**config.mk**
```make
export PLATFORM = sky130hd
export DESIGN_NAME = serial_cpu
export DESIGN_NICKNAME = d
export VERILOG_FILES = /design/src/hw/cpu_pkg.sv /design/src/hw/serial_cpu.sv /design/src/hw/cpu_control.sv /design/src/hw/cpu_exec.sv /design/src/hw/cpu_alu.sv
export SDC_FILE = /design/constraint.sdc
export NUM_CORES = 1
export LEC_CHECK = 0
export BUFFER_PORTS_ARGS = -buffer_cell sky130_fd_sc_hd__buf_2
export CAP_MARGIN = 20
export CORE_MARGIN = 8
export CORE_UTILIZATION = 60
export DETAILED_ROUTE_END_ITERATION = 10
export PLACE_DENSITY = 0.77
export SLEW_MARGIN = 10
export SYNTH_ARGS = -nofsm -noshare
export SYNTH_HDL_FRONTEND = slang
export SYNTH_SLANG_ARGS = --single-unit
export TNS_END_PERCENT = 20
```
**constraint.sdc**
```tcl
create_clock -name clk -period 9.2 [get_ports clk]
set_input_delay 0.46 -clock clk [delete_from_list [all_inputs] [get_ports clk]]
set_output_delay 0.46 -clock clk [all_outputs]
set_load 0.01 [all_outputs]
```
**src/hw/cpu_pkg.sv**
```systemverilog
// ----------------------------------------
// serial cpu shared types: widths, opcodes,
// instruction layout, flags and run states
// ----------------------------------------
`default_nettype none

package cpu_pkg;

    localparam int WORD_W = 16;
    localparam int BYTE_W = 8;

    typedef logic [WORD_W-1:0] word_t;
    typedef logic [BYTE_W-1:0] byte_t;
    typedef logic [2:0]        reg_idx_t;

    // opcode field, top 5 bits of every instruction
    typedef enum logic [4:0] {
        op_nop   = 5'd0,
        op_halt  = 5'd1,
        op_load  = 5'd2,
        op_store = 5'd3,
        op_ldih  = 5'd8,
        op_add   = 5'd9,
        op_addi  = 5'd10,
        op_sub   = 5'd11,
        op_subi  = 5'd12,
        op_cmp   = 5'd13,
        op_and   = 5'd14,
        op_or    = 5'd15,
        op_xor   = 5'd16,
        op_sll   = 5'd17,
        op_srl   = 5'd18,
        op_set   = 5'd19,
        op_jump  = 5'd20,
        op_jmpr  = 5'd21,
        op_bz    = 5'd22,
        op_bnz   = 5'd23,
        op_bn    = 5'd24,
        op_bnn   = 5'd25,
        op_bc    = 5'd26,
        op_bnc   = 5'd27
    } opcode_e;

    // r2 and r3 are 4-bit fields; the low 3 bits name a register,
    // {r2, r3} together form imm8 and r3 alone is val3
    typedef struct packed {
        opcode_e    op;
        reg_idx_t   r1;
        logic [3:0] r2;
        logic [3:0] r3;
    } instr_t;

    typedef struct packed {
        logic zf;
        logic nf;
        logic cf;
    } flags_t;

    typedef enum logic [2:0] {
        st_idle      = 3'd0,
        st_fetch_hi  = 3'd1,
        st_fetch_lo  = 3'd2,
        st_decode    = 3'd3,
        st_execute   = 3'd4,
        st_mem_lo    = 3'd5,
        st_mem_hi    = 3'd6,
        st_writeback = 3'd7
    } cpu_state_e;

    typedef enum logic [1:0] {
        rs_none           = 2'd0,
        rs_halted         = 2'd1,
        rs_end_of_program = 2'd2
    } run_status_e;

endpackage

`default_nettype wire
```
**src/hw/serial_cpu.sv**
```systemverilog
// ----------------------------------------
// serial 16-bit cpu with byte-wide buses
// ----------------------------------------
`timescale 1ns/1ps
`default_nettype none

module serial_cpu #(
    parameter int PC_WIDTH = 9
) (
    input  logic                 clk,
    input  logic                 rst_n,
    input  logic                 start,
    output logic [PC_WIDTH:0]    i_addr,
    input  cpu_pkg::byte_t       i_data,
    output logic [PC_WIDTH:0]    d_addr,
    input  cpu_pkg::byte_t       d_rdata,
    output cpu_pkg::byte_t       d_wdata,
    output logic                 d_we,
    output logic                 busy,
    output cpu_pkg::run_status_e run_status
);
    import cpu_pkg::*;

    cpu_state_e          state;
    instr_t              ir;
    logic                branch_taken;
    logic [PC_WIDTH-1:0] target;

    // sequencer, pc and instruction fetch
    cpu_control #(
        .PC_WIDTH (PC_WIDTH)
    ) i_cpu_control (
        .clk          (clk),
        .rst_n        (rst_n),
        .start        (start),
        .i_data       (i_data),
        .branch_taken (branch_taken),
        .target       (target),
        .i_addr       (i_addr),
        .state        (state),
        .ir           (ir),
        .busy         (busy),
        .run_status   (run_status)
    );

    // datapath and data memory port
    cpu_exec #(
        .PC_WIDTH (PC_WIDTH)
    ) i_cpu_exec (
        .clk          (clk),
        .rst_n        (rst_n),
        .state        (state),
        .ir           (ir),
        .d_rdata      (d_rdata),
        .d_addr       (d_addr),
        .d_wdata      (d_wdata),
        .d_we         (d_we),
        .branch_taken (branch_taken),
        .target       (target)
    );

endmodule

`default_nettype wire

```
**src/hw/cpu_control.sv**
```systemverilog
// ----------------------------------------
// state sequencer, program counter and
// instruction fetch over the byte bus
// ----------------------------------------
`timescale 1ns/1ps
`default_nettype none

module cpu_control #(
    parameter int PC_WIDTH = 9
) (
    input  logic                 clk,
    input  logic                 rst_n,
    input  logic                 start,
    input  cpu_pkg::byte_t       i_data,
    input  logic                 branch_taken,
    input  logic [PC_WIDTH-1:0]  target,
    output logic [PC_WIDTH:0]    i_addr,
    output cpu_pkg::cpu_state_e  state,
    output cpu_pkg::instr_t      ir,
    output logic                 busy,
    output cpu_pkg::run_status_e run_status
);
    import cpu_pkg::*;

    cpu_state_e          state_nxt;
    logic [PC_WIDTH-1:0] pc;
    logic                pc_last;
    logic                is_halt;

    assign pc_last = (pc == {PC_WIDTH{1'b1}});
    assign is_halt = (ir.op == op_halt);
    assign busy    = (state != st_idle);

    // high byte at the even address, then the low byte
    assign i_addr = {pc, (state != st_fetch_hi)};

    // ----------------------------------------
    // state sequence
    // ----------------------------------------
    always_comb
    begin
        state_nxt = state;
        case (state)
            st_idle:
                if (start)
                    state_nxt = st_fetch_hi;
            st_fetch_hi:
                state_nxt = st_fetch_lo;
            st_fetch_lo:
                state_nxt = st_decode;
            st_decode:
                state_nxt = st_execute;
            st_execute:
                state_nxt = st_mem_lo;
            st_mem_lo:
                state_nxt = st_mem_hi;
            st_mem_hi:
                state_nxt = st_writeback;
            st_writeback:
            begin
                if (is_halt)
                    state_nxt = st_idle;
                else if (branch_taken)
                    state_nxt = st_fetch_hi;
                else if (pc_last)
                    state_nxt = st_idle;
                else
                    state_nxt = st_fetch_hi;
            end
            default:
                state_nxt = st_idle;
        endcase
    end

    always_ff @(posedge clk or negedge rst_n)
    begin
        if (!rst_n)
            state <= st_idle;
        else
            state <= state_nxt;
    end

    // ----------------------------------------
    // pc and run status
    // ----------------------------------------
    always_ff @(posedge clk or negedge rst_n)
    begin
        if (!rst_n)
        begin
            pc         <= '0;
            run_status <= rs_none;
        end
        else if (state == st_idle && start)
        begin
            pc         <= '0;
            run_status <= rs_none;
        end
        else if (state == st_writeback)
        begin
            if (is_halt)
                run_status <= rs_halted;
            else if (branch_taken)
                pc <= target;
            else if (pc_last)
                run_status <= rs_end_of_program;
            else
                pc <= pc + 1'b1;
        end
    end

    // instruction register, assembled one byte per fetch state
    always_ff @(posedge clk or negedge rst_n)
    begin
        if (!rst_n)
            ir <= '{op: op_nop, r1: '0, r2: '0, r3: '0};
        else if (state == st_fetch_hi)
            ir <= instr_t'({i_data, ir[7:0]});
        else if (state == st_fetch_lo)
            ir <= instr_t'({ir[15:8], i_data});
    end

endmodule

`default_nettype wire

```
**src/hw/cpu_exec.sv**
```systemverilog
// ----------------------------------------
// register file, operands, flags, branch
// test and data memory byte transfers
// ----------------------------------------
`timescale 1ns/1ps
`default_nettype none

module cpu_exec #(
    parameter int PC_WIDTH = 9
) (
    input  logic                clk,
    input  logic                rst_n,
    input  cpu_pkg::cpu_state_e state,
    input  cpu_pkg::instr_t     ir,
    input  cpu_pkg::byte_t      d_rdata,
    output logic [PC_WIDTH:0]   d_addr,
    output cpu_pkg::byte_t      d_wdata,
    output logic                d_we,
    output logic                branch_taken,
    output logic [PC_WIDTH-1:0] target
);
    import cpu_pkg::*;

    word_t    gr [8];
    word_t    a_q;
    word_t    b_q;
    word_t    smdr;
    word_t    res_q;
    word_t    ld_word;
    word_t    a_nxt;
    word_t    b_nxt;
    word_t    alu_res;
    logic     alu_carry;
    flags_t   flags;
    reg_idx_t r2_idx;
    reg_idx_t r3_idx;
    byte_t    imm8;
    logic     mem_phase;

    assign r2_idx = ir.r2[2:0];
    assign r3_idx = ir.r3[2:0];
    assign imm8   = {ir.r2, ir.r3};

    // ----------------------------------------
    // operand selection for decode
    // ----------------------------------------
    always_comb
    begin
        case (ir.op)
            op_addi, op_subi, op_ldih, op_jmpr,
            op_bz, op_bnz, op_bn, op_bnn, op_bc, op_bnc:
                a_nxt = gr[ir.r1];
            op_load, op_store, op_add, op_sub, op_cmp,
            op_and, op_or, op_xor, op_sll, op_srl:
                a_nxt = gr[r2_idx];
            default:
                a_nxt = '0;
        endcase

        case (ir.op)
            op_add, op_sub, op_cmp, op_and, op_or, op_xor:
                b_nxt = gr[r3_idx];
            op_load, op_store, op_sll, op_srl:
                b_nxt = {12'b0, ir.r3};
            op_addi, op_subi, op_set, op_jump, op_jmpr,
            op_bz, op_bnz, op_bn, op_bnn, op_bc, op_bnc:
                b_nxt = {8'b0, imm8};
            op_ldih:
                b_nxt = {imm8, 8'b0};
            default:
                b_nxt = '0;
        endcase
    end

    always_ff @(posedge clk)
    begin
        if (state == st_decode)
        begin
            a_q  <= a_nxt;
            b_q  <= b_nxt;
            smdr <= gr[ir.r1];
        end
        if (state == st_execute)
            res_q <= alu_res;
        // load data arrives high byte first
        if (state == st_mem_lo)
            ld_word[15:8] <= d_rdata;
        if (state == st_mem_hi)
            ld_word[7:0] <= d_rdata;
    end

    cpu_alu i_cpu_alu (
        .op     (ir.op),
        .a      (a_q),
        .b      (b_q),
        .result (alu_res),
        .carry  (alu_carry)
    );

    // flags follow arithmetic, logic and shift results
    always_ff @(posedge clk or negedge rst_n)
    begin
        if (!rst_n)
            flags <= '0;
        else if (state == st_execute)
        begin
            case (ir.op)
                op_add, op_addi, op_sub, op_subi, op_cmp, op_ldih:
                    flags <= '{zf: (alu_res == '0), nf: alu_res[15], cf: alu_carry};
                op_and, op_or, op_xor:
                    flags <= '{zf: (alu_res == '0), nf: alu_res[15], cf: 1'b0};
                op_sll, op_srl:
                    flags <= '{zf: (alu_res == '0), nf: alu_res[15], cf: flags.cf};
                default:
                    flags <= flags;
            endcase
        end
    end

    // ----------------------------------------
    // data memory port and branch decision
    // ----------------------------------------
    assign mem_phase = (state == st_mem_hi);
    assign d_addr    = {res_q[PC_WIDTH-1:0], mem_phase};
    assign d_wdata   = mem_phase ? smdr[7:0] : smdr[15:8];
    assign d_we      = (ir.op == op_store) &&
                       (state == st_mem_lo || state == st_mem_hi);
    assign target    = res_q[PC_WIDTH-1:0];

    always_comb
    begin
        case (ir.op)
            op_jump, op_jmpr: branch_taken = 1'b1;
            op_bz:            branch_taken = flags.zf;
            op_bnz:           branch_taken = !flags.zf;
            op_bn:            branch_taken = flags.nf;
            op_bnn:           branch_taken = !flags.nf;
            op_bc:            branch_taken = flags.cf;
            op_bnc:           branch_taken = !flags.cf;
            default:          branch_taken = 1'b0;
        endcase
    end

    // register file writeback
    always_ff @(posedge clk or negedge rst_n)
    begin
        if (!rst_n)
        begin
            for (int i = 0; i < 8; i++)
                gr[i] <= '0;
        end
        else if (state == st_writeback)
        begin
            case (ir.op)
                op_load:
                    gr[ir.r1] <= ld_word;
                op_add, op_addi, op_sub, op_subi, op_and, op_or, op_xor,
                op_sll, op_srl, op_ldih, op_set:
                    gr[ir.r1] <= res_q;
                default:
                    gr[ir.r1] <= gr[ir.r1];
            endcase
        end
    end

endmodule

`default_nettype wire

```
**src/hw/cpu_alu.sv**
```systemverilog
// ----------------------------------------
// combinational alu with carry out
// ----------------------------------------
`timescale 1ns/1ps
`default_nettype none

module cpu_alu (
    input  cpu_pkg::opcode_e op,
    input  cpu_pkg::word_t   a,
    input  cpu_pkg::word_t   b,
    output cpu_pkg::word_t   result,
    output logic             carry
);
    import cpu_pkg::*;

    logic [16:0] sum;
    logic [16:0] diff;
    logic [16:0] ext;

    // 17th bit is carry for add, borrow for subtract
    assign sum  = {1'b0, a} + {1'b0, b};
    assign diff = {1'b0, a} - {1'b0, b};

    always_comb
    begin
        case (op)
            op_sub, op_subi, op_cmp:
                ext = diff;
            op_and:
                ext = {1'b0, a & b};
            op_or:
                ext = {1'b0, a | b};
            op_xor:
                ext = {1'b0, a ^ b};
            op_sll:
                ext = {1'b0, a << b[3:0]};
            op_srl:
                ext = {1'b0, a >> b[3:0]};
            op_set, op_jump:
                ext = {1'b0, b};
            // add, addi, ldih, address and branch target sums
            default:
                ext = sum;
        endcase
    end

    assign result = ext[15:0];
    assign carry  = ext[16];

endmodule

`default_nettype wire

```
==> flow_summary_export.csv <==
group,metric,value,unit
run_status,status,"complete, no violations",
sta,tightestPinTransition,1.27,ns
global_route,grt_max_degree,60,
place,port_buffers,50,
route,drc_errors,0,
floorplan,die_x,178,um
min_path,min_path_cells,1,
route,wl_per_cell,26.0,um
logic_synthesis,async_flop_share,66.8,%
sta,slew_violations,0,
min_path,holdCritPathClass,"input port to flop",
final_layout,layout-area-overhead-vs-synth,9.02,%
logic_synthesis,synth-edff-count,80,
global_route,grt_pass1_vias,13081,
sta,rsz0062_at_grt,"no",
route,vias,13360,
final_layout,regArea,0.00643,sq mm
critical_path,reg2reg_to,"i_cpu_exec.flags[2]$_DFFE_PN0P_",
critical_path,reg2reg_depth,16,
floorplan,coreArea,0.0258,sq mm
critical_path,path_depth,16,
logic_synthesis,netlist_instances,1575,
power_and_ir_drop,vdd_drop_max,212,uV
logic_synthesis,ys_types,74,
final_layout,fill_cells,2028,
logic_synthesis,syn_area,0.0157,sq mm
power_and_ir_drop,pwr-share-comb,54.4,%
floorplan,start_util,60.6,%
critical_path,crit_buf_inv,2,
logic_synthesis,ys_top_cells_by_area,"dfrtp_1, edfxtp_1, mux4_2",
logic_synthesis,synth_top_area_cell,"dfrtp_1",
critical_path,crit_fanout,37,
cts,post_cts_resized,0,
sta,clock_skew,0.0256,ns
cts,clock-sinks,241,
power_and_ir_drop,seq_power_share,30.9,%
global_route,grt_pass1_wl,77200,um
final_layout,multiInputGateArea,0.00850,sq mm
power_and_ir_drop,p_int,0.00359,W
logic_synthesis,synth-main-ff-cell,"dfrtp_1",
logic_synthesis,yosysSeqAreaShare,41.1,%
logic_synthesis,synth.most_common_cell,"nand2_1",
sta,setup-violations-final,0,
critical_path,cp_cell_sequence,"buf_4 > clkinv_1 > ha_1 > nand2_1 > o21ai_0 > xnor2_1 > ha_1 > nand3_1 > o2111ai_1 > nand3_1 > a221oi_2 > nor3_1 > a31o_2 > a21o_1 > or4_1 > o21ai_1",
critical_path,crit_family,"compound AO/OA/AOI/OAI gates",
place,dp_hpwl,34900,um
route,via_per_inst,6.93,
sta,fin_crit,4.89,ns
sta,setup_tns,0,ns
logic_synthesis,synth_top_cell_area_share,25.7,%
critical_path,max_stage_delay,0.64,ns
min_path,hold_path_end,"i_cpu_exec.ld_word[1]$_DFFE_PP_",
critical_path,crit_type,"flop to flop",
critical_path,worstSetupEndpointType,"flop",
logic_synthesis,yosysWarnings,0,
cts,clkLatencyLatePin,0.54,ns
cts,cts_tree,"built",
flow_run,max_cap_violations,0,
floorplan,die-area,0.0315,sq mm
sta,hold_viol_final,0,
sta,min_period_over_period,53.2,%
power_and_ir_drop,p_switching,0.00317,W
cts,clockBufferDepth,3,
place,dp_slack,4.40,ns
floorplan,ios,51,
final_layout,nets,1646,
sta,clock.fmax,204,MHz
critical_path,cp.required,9.67,ns
global_route,grt_usage,32.0,%
floorplan,die_h,178,um
logic_synthesis,ys_seq_elements,241,
floorplan,rows,59,
critical_path,cp-start-kind,"flop",
power_and_ir_drop,p_sw_share,46.9,%
min_path,hold_start,"d_rdata[1]",
final_layout,drive_gt1_share,16.0,%
power_and_ir_drop,p_leak,7.03,nW
logic_synthesis,synth_nets,1647,
global_route,antenna_found_initial,0,
power_and_ir_drop,powerDensity,397,mW/mm^2
sta,setup_ws,4.31,ns
sta,slew_headroom,15.1,%
power_and_ir_drop,pwr-share-clk,14.7,%
route,drt-total-wl,50100,um
logic_synthesis,synth_common_cells,"nand2_1, o21ai_0, dfrtp_1",
global_route,globalRouteOverflowTotal,0,
cts,clk_pin_slew,0.07,ns
logic_synthesis,postSynthAreaPerCell,9.94,sq um
critical_path,regToRegSetupSlack,4.31,ns
cts,cts-root-buf,"clkbuf_16",
cts,htreeDepth,1,
critical_path,arrival,5.37,ns
route,dr.pass1.iters,6,
final_layout,diodes,0,
route,ant_nets,0,
route,drt_iter0_drc,1784,
sta,fin_hold_ws,0.112,ns
place,gp_congestion,0.976,
critical_path,crit_slowest_cell,"clkinv_1",
cts,cts_inserted_buffers,26,
critical_path,r2r-start,"i_cpu_exec.b_q[1]$_DFFE_PN_",
[cells by family after synthesis]
group,synth area share [%]
AOI/OAI and AO/OA,18.4
adders and majority gates,4.28
muxes,16.6
buffers and inverters,5.01
DFF,41.1
xor gates and xnor gates,1.40
and+or+nand+nor,13.2
[cell usage in the layout, fill, tap and decap left out, types with 52 or more instances in the layout]
cell type  Yosys  final
a21oi_1       57     57
nor2_1        89     88
mux4_2        75     75
ha_1          52     52
nand2_1      229    229
o21ai_0      189    189
mux2i_1       61     61
dfrtp_1      161    159
edfxtp_1      80     80
inv_1         63     63
[metal layers]
layer / part of all wire [%] / routed length, um / up-vias / track usage, %
met3: 10 / 5150 / 204 / 5.72
met2: 47 / 23600 / 841 / 51.6
met4: 6.3 / 3160 / 0 / 18.6
li1: - / - / 5879 / -
met5: 0 / 0 / - / 0
met1: 36 / 18300 / 6436 / 40.0
[power groups by stage]
| stage | Clock [W] | Combinational [W] | Sequential (W) |
|---|---|---|---|
| 2_1_floorplan | 0 | 0.00260 | 0.00185 |
| 3_3_place_gp | 0 | 0.00353 | 0.00205 |
| 3_5_place_dp | 0 | 0.00358 | 0.00208 |
| 5_1_grt | 0.00105 | 0.00395 | 0.00213 |
| 4_1_cts | 0.00101 | 0.00360 | 0.00207 |
| 6_report | 0.000997 | 0.00368 | 0.00209 |
[worst max-delay path by stage]
stage,startpoint,to,slack [ns]
finish,i_cpu_exec.b_q[1]$_DFFE_PN_,i_cpu_exec.flags[2]$_DFFE_PN0P_,4.31
detailed placement,i_cpu_exec.b_q[1]$_DFFE_PN_,i_cpu_exec.flags[2]$_DFFE_PN0P_,4.40
CTS,i_cpu_exec.b_q[1]$_DFFE_PN_,i_cpu_exec.flags[2]$_DFFE_PN0P_,4.40
floorplan,i_cpu_exec.b_q[0]$_DFFE_PN_,i_cpu_exec.flags[2]$_DFFE_PN0P_,5.06
global route,i_cpu_exec.b_q[1]$_DFFE_PN_,i_cpu_exec.flags[2]$_DFFE_PN0P_,4.08
global placement,i_cpu_exec.b_q[1]$_DFFE_PN_,i_cpu_exec.flags[2]$_DFFE_PN0P_,4.48
[stage by stage]
stage	cells	total power (W)	utilization, %	area, sq um
finish	1928	0.00677	66.1	17100
global route	1928	0.00713	66.1	17100
CTS	1924	0.00668	65.8	17000
detailed placement	1876	0.00567	62.6	16200
global placement	1873	0.00558	62.4	16100
floorplan	1575	0.00445	-	15700
[layout make-up]
type                            instances  area share (%)
Inverter                               65            1.43
Sequential cell                       241            37.7
Tap cell                              335            2.46
Timing Repair Buffer                   96            3.92
Multi-Input combinational cell       1144            49.8
Clock buffer                           36            4.40
Clock inverter                         11           0.315
[timing repair]
| item | CTS | global route |
|---|---|---|
| setup buffers | 0 | 0 |
| endpoints found under the hold margin | 58 | 0 |
| hold buffers | 1 | 0 |
Power figures use the tool's default switching activity.
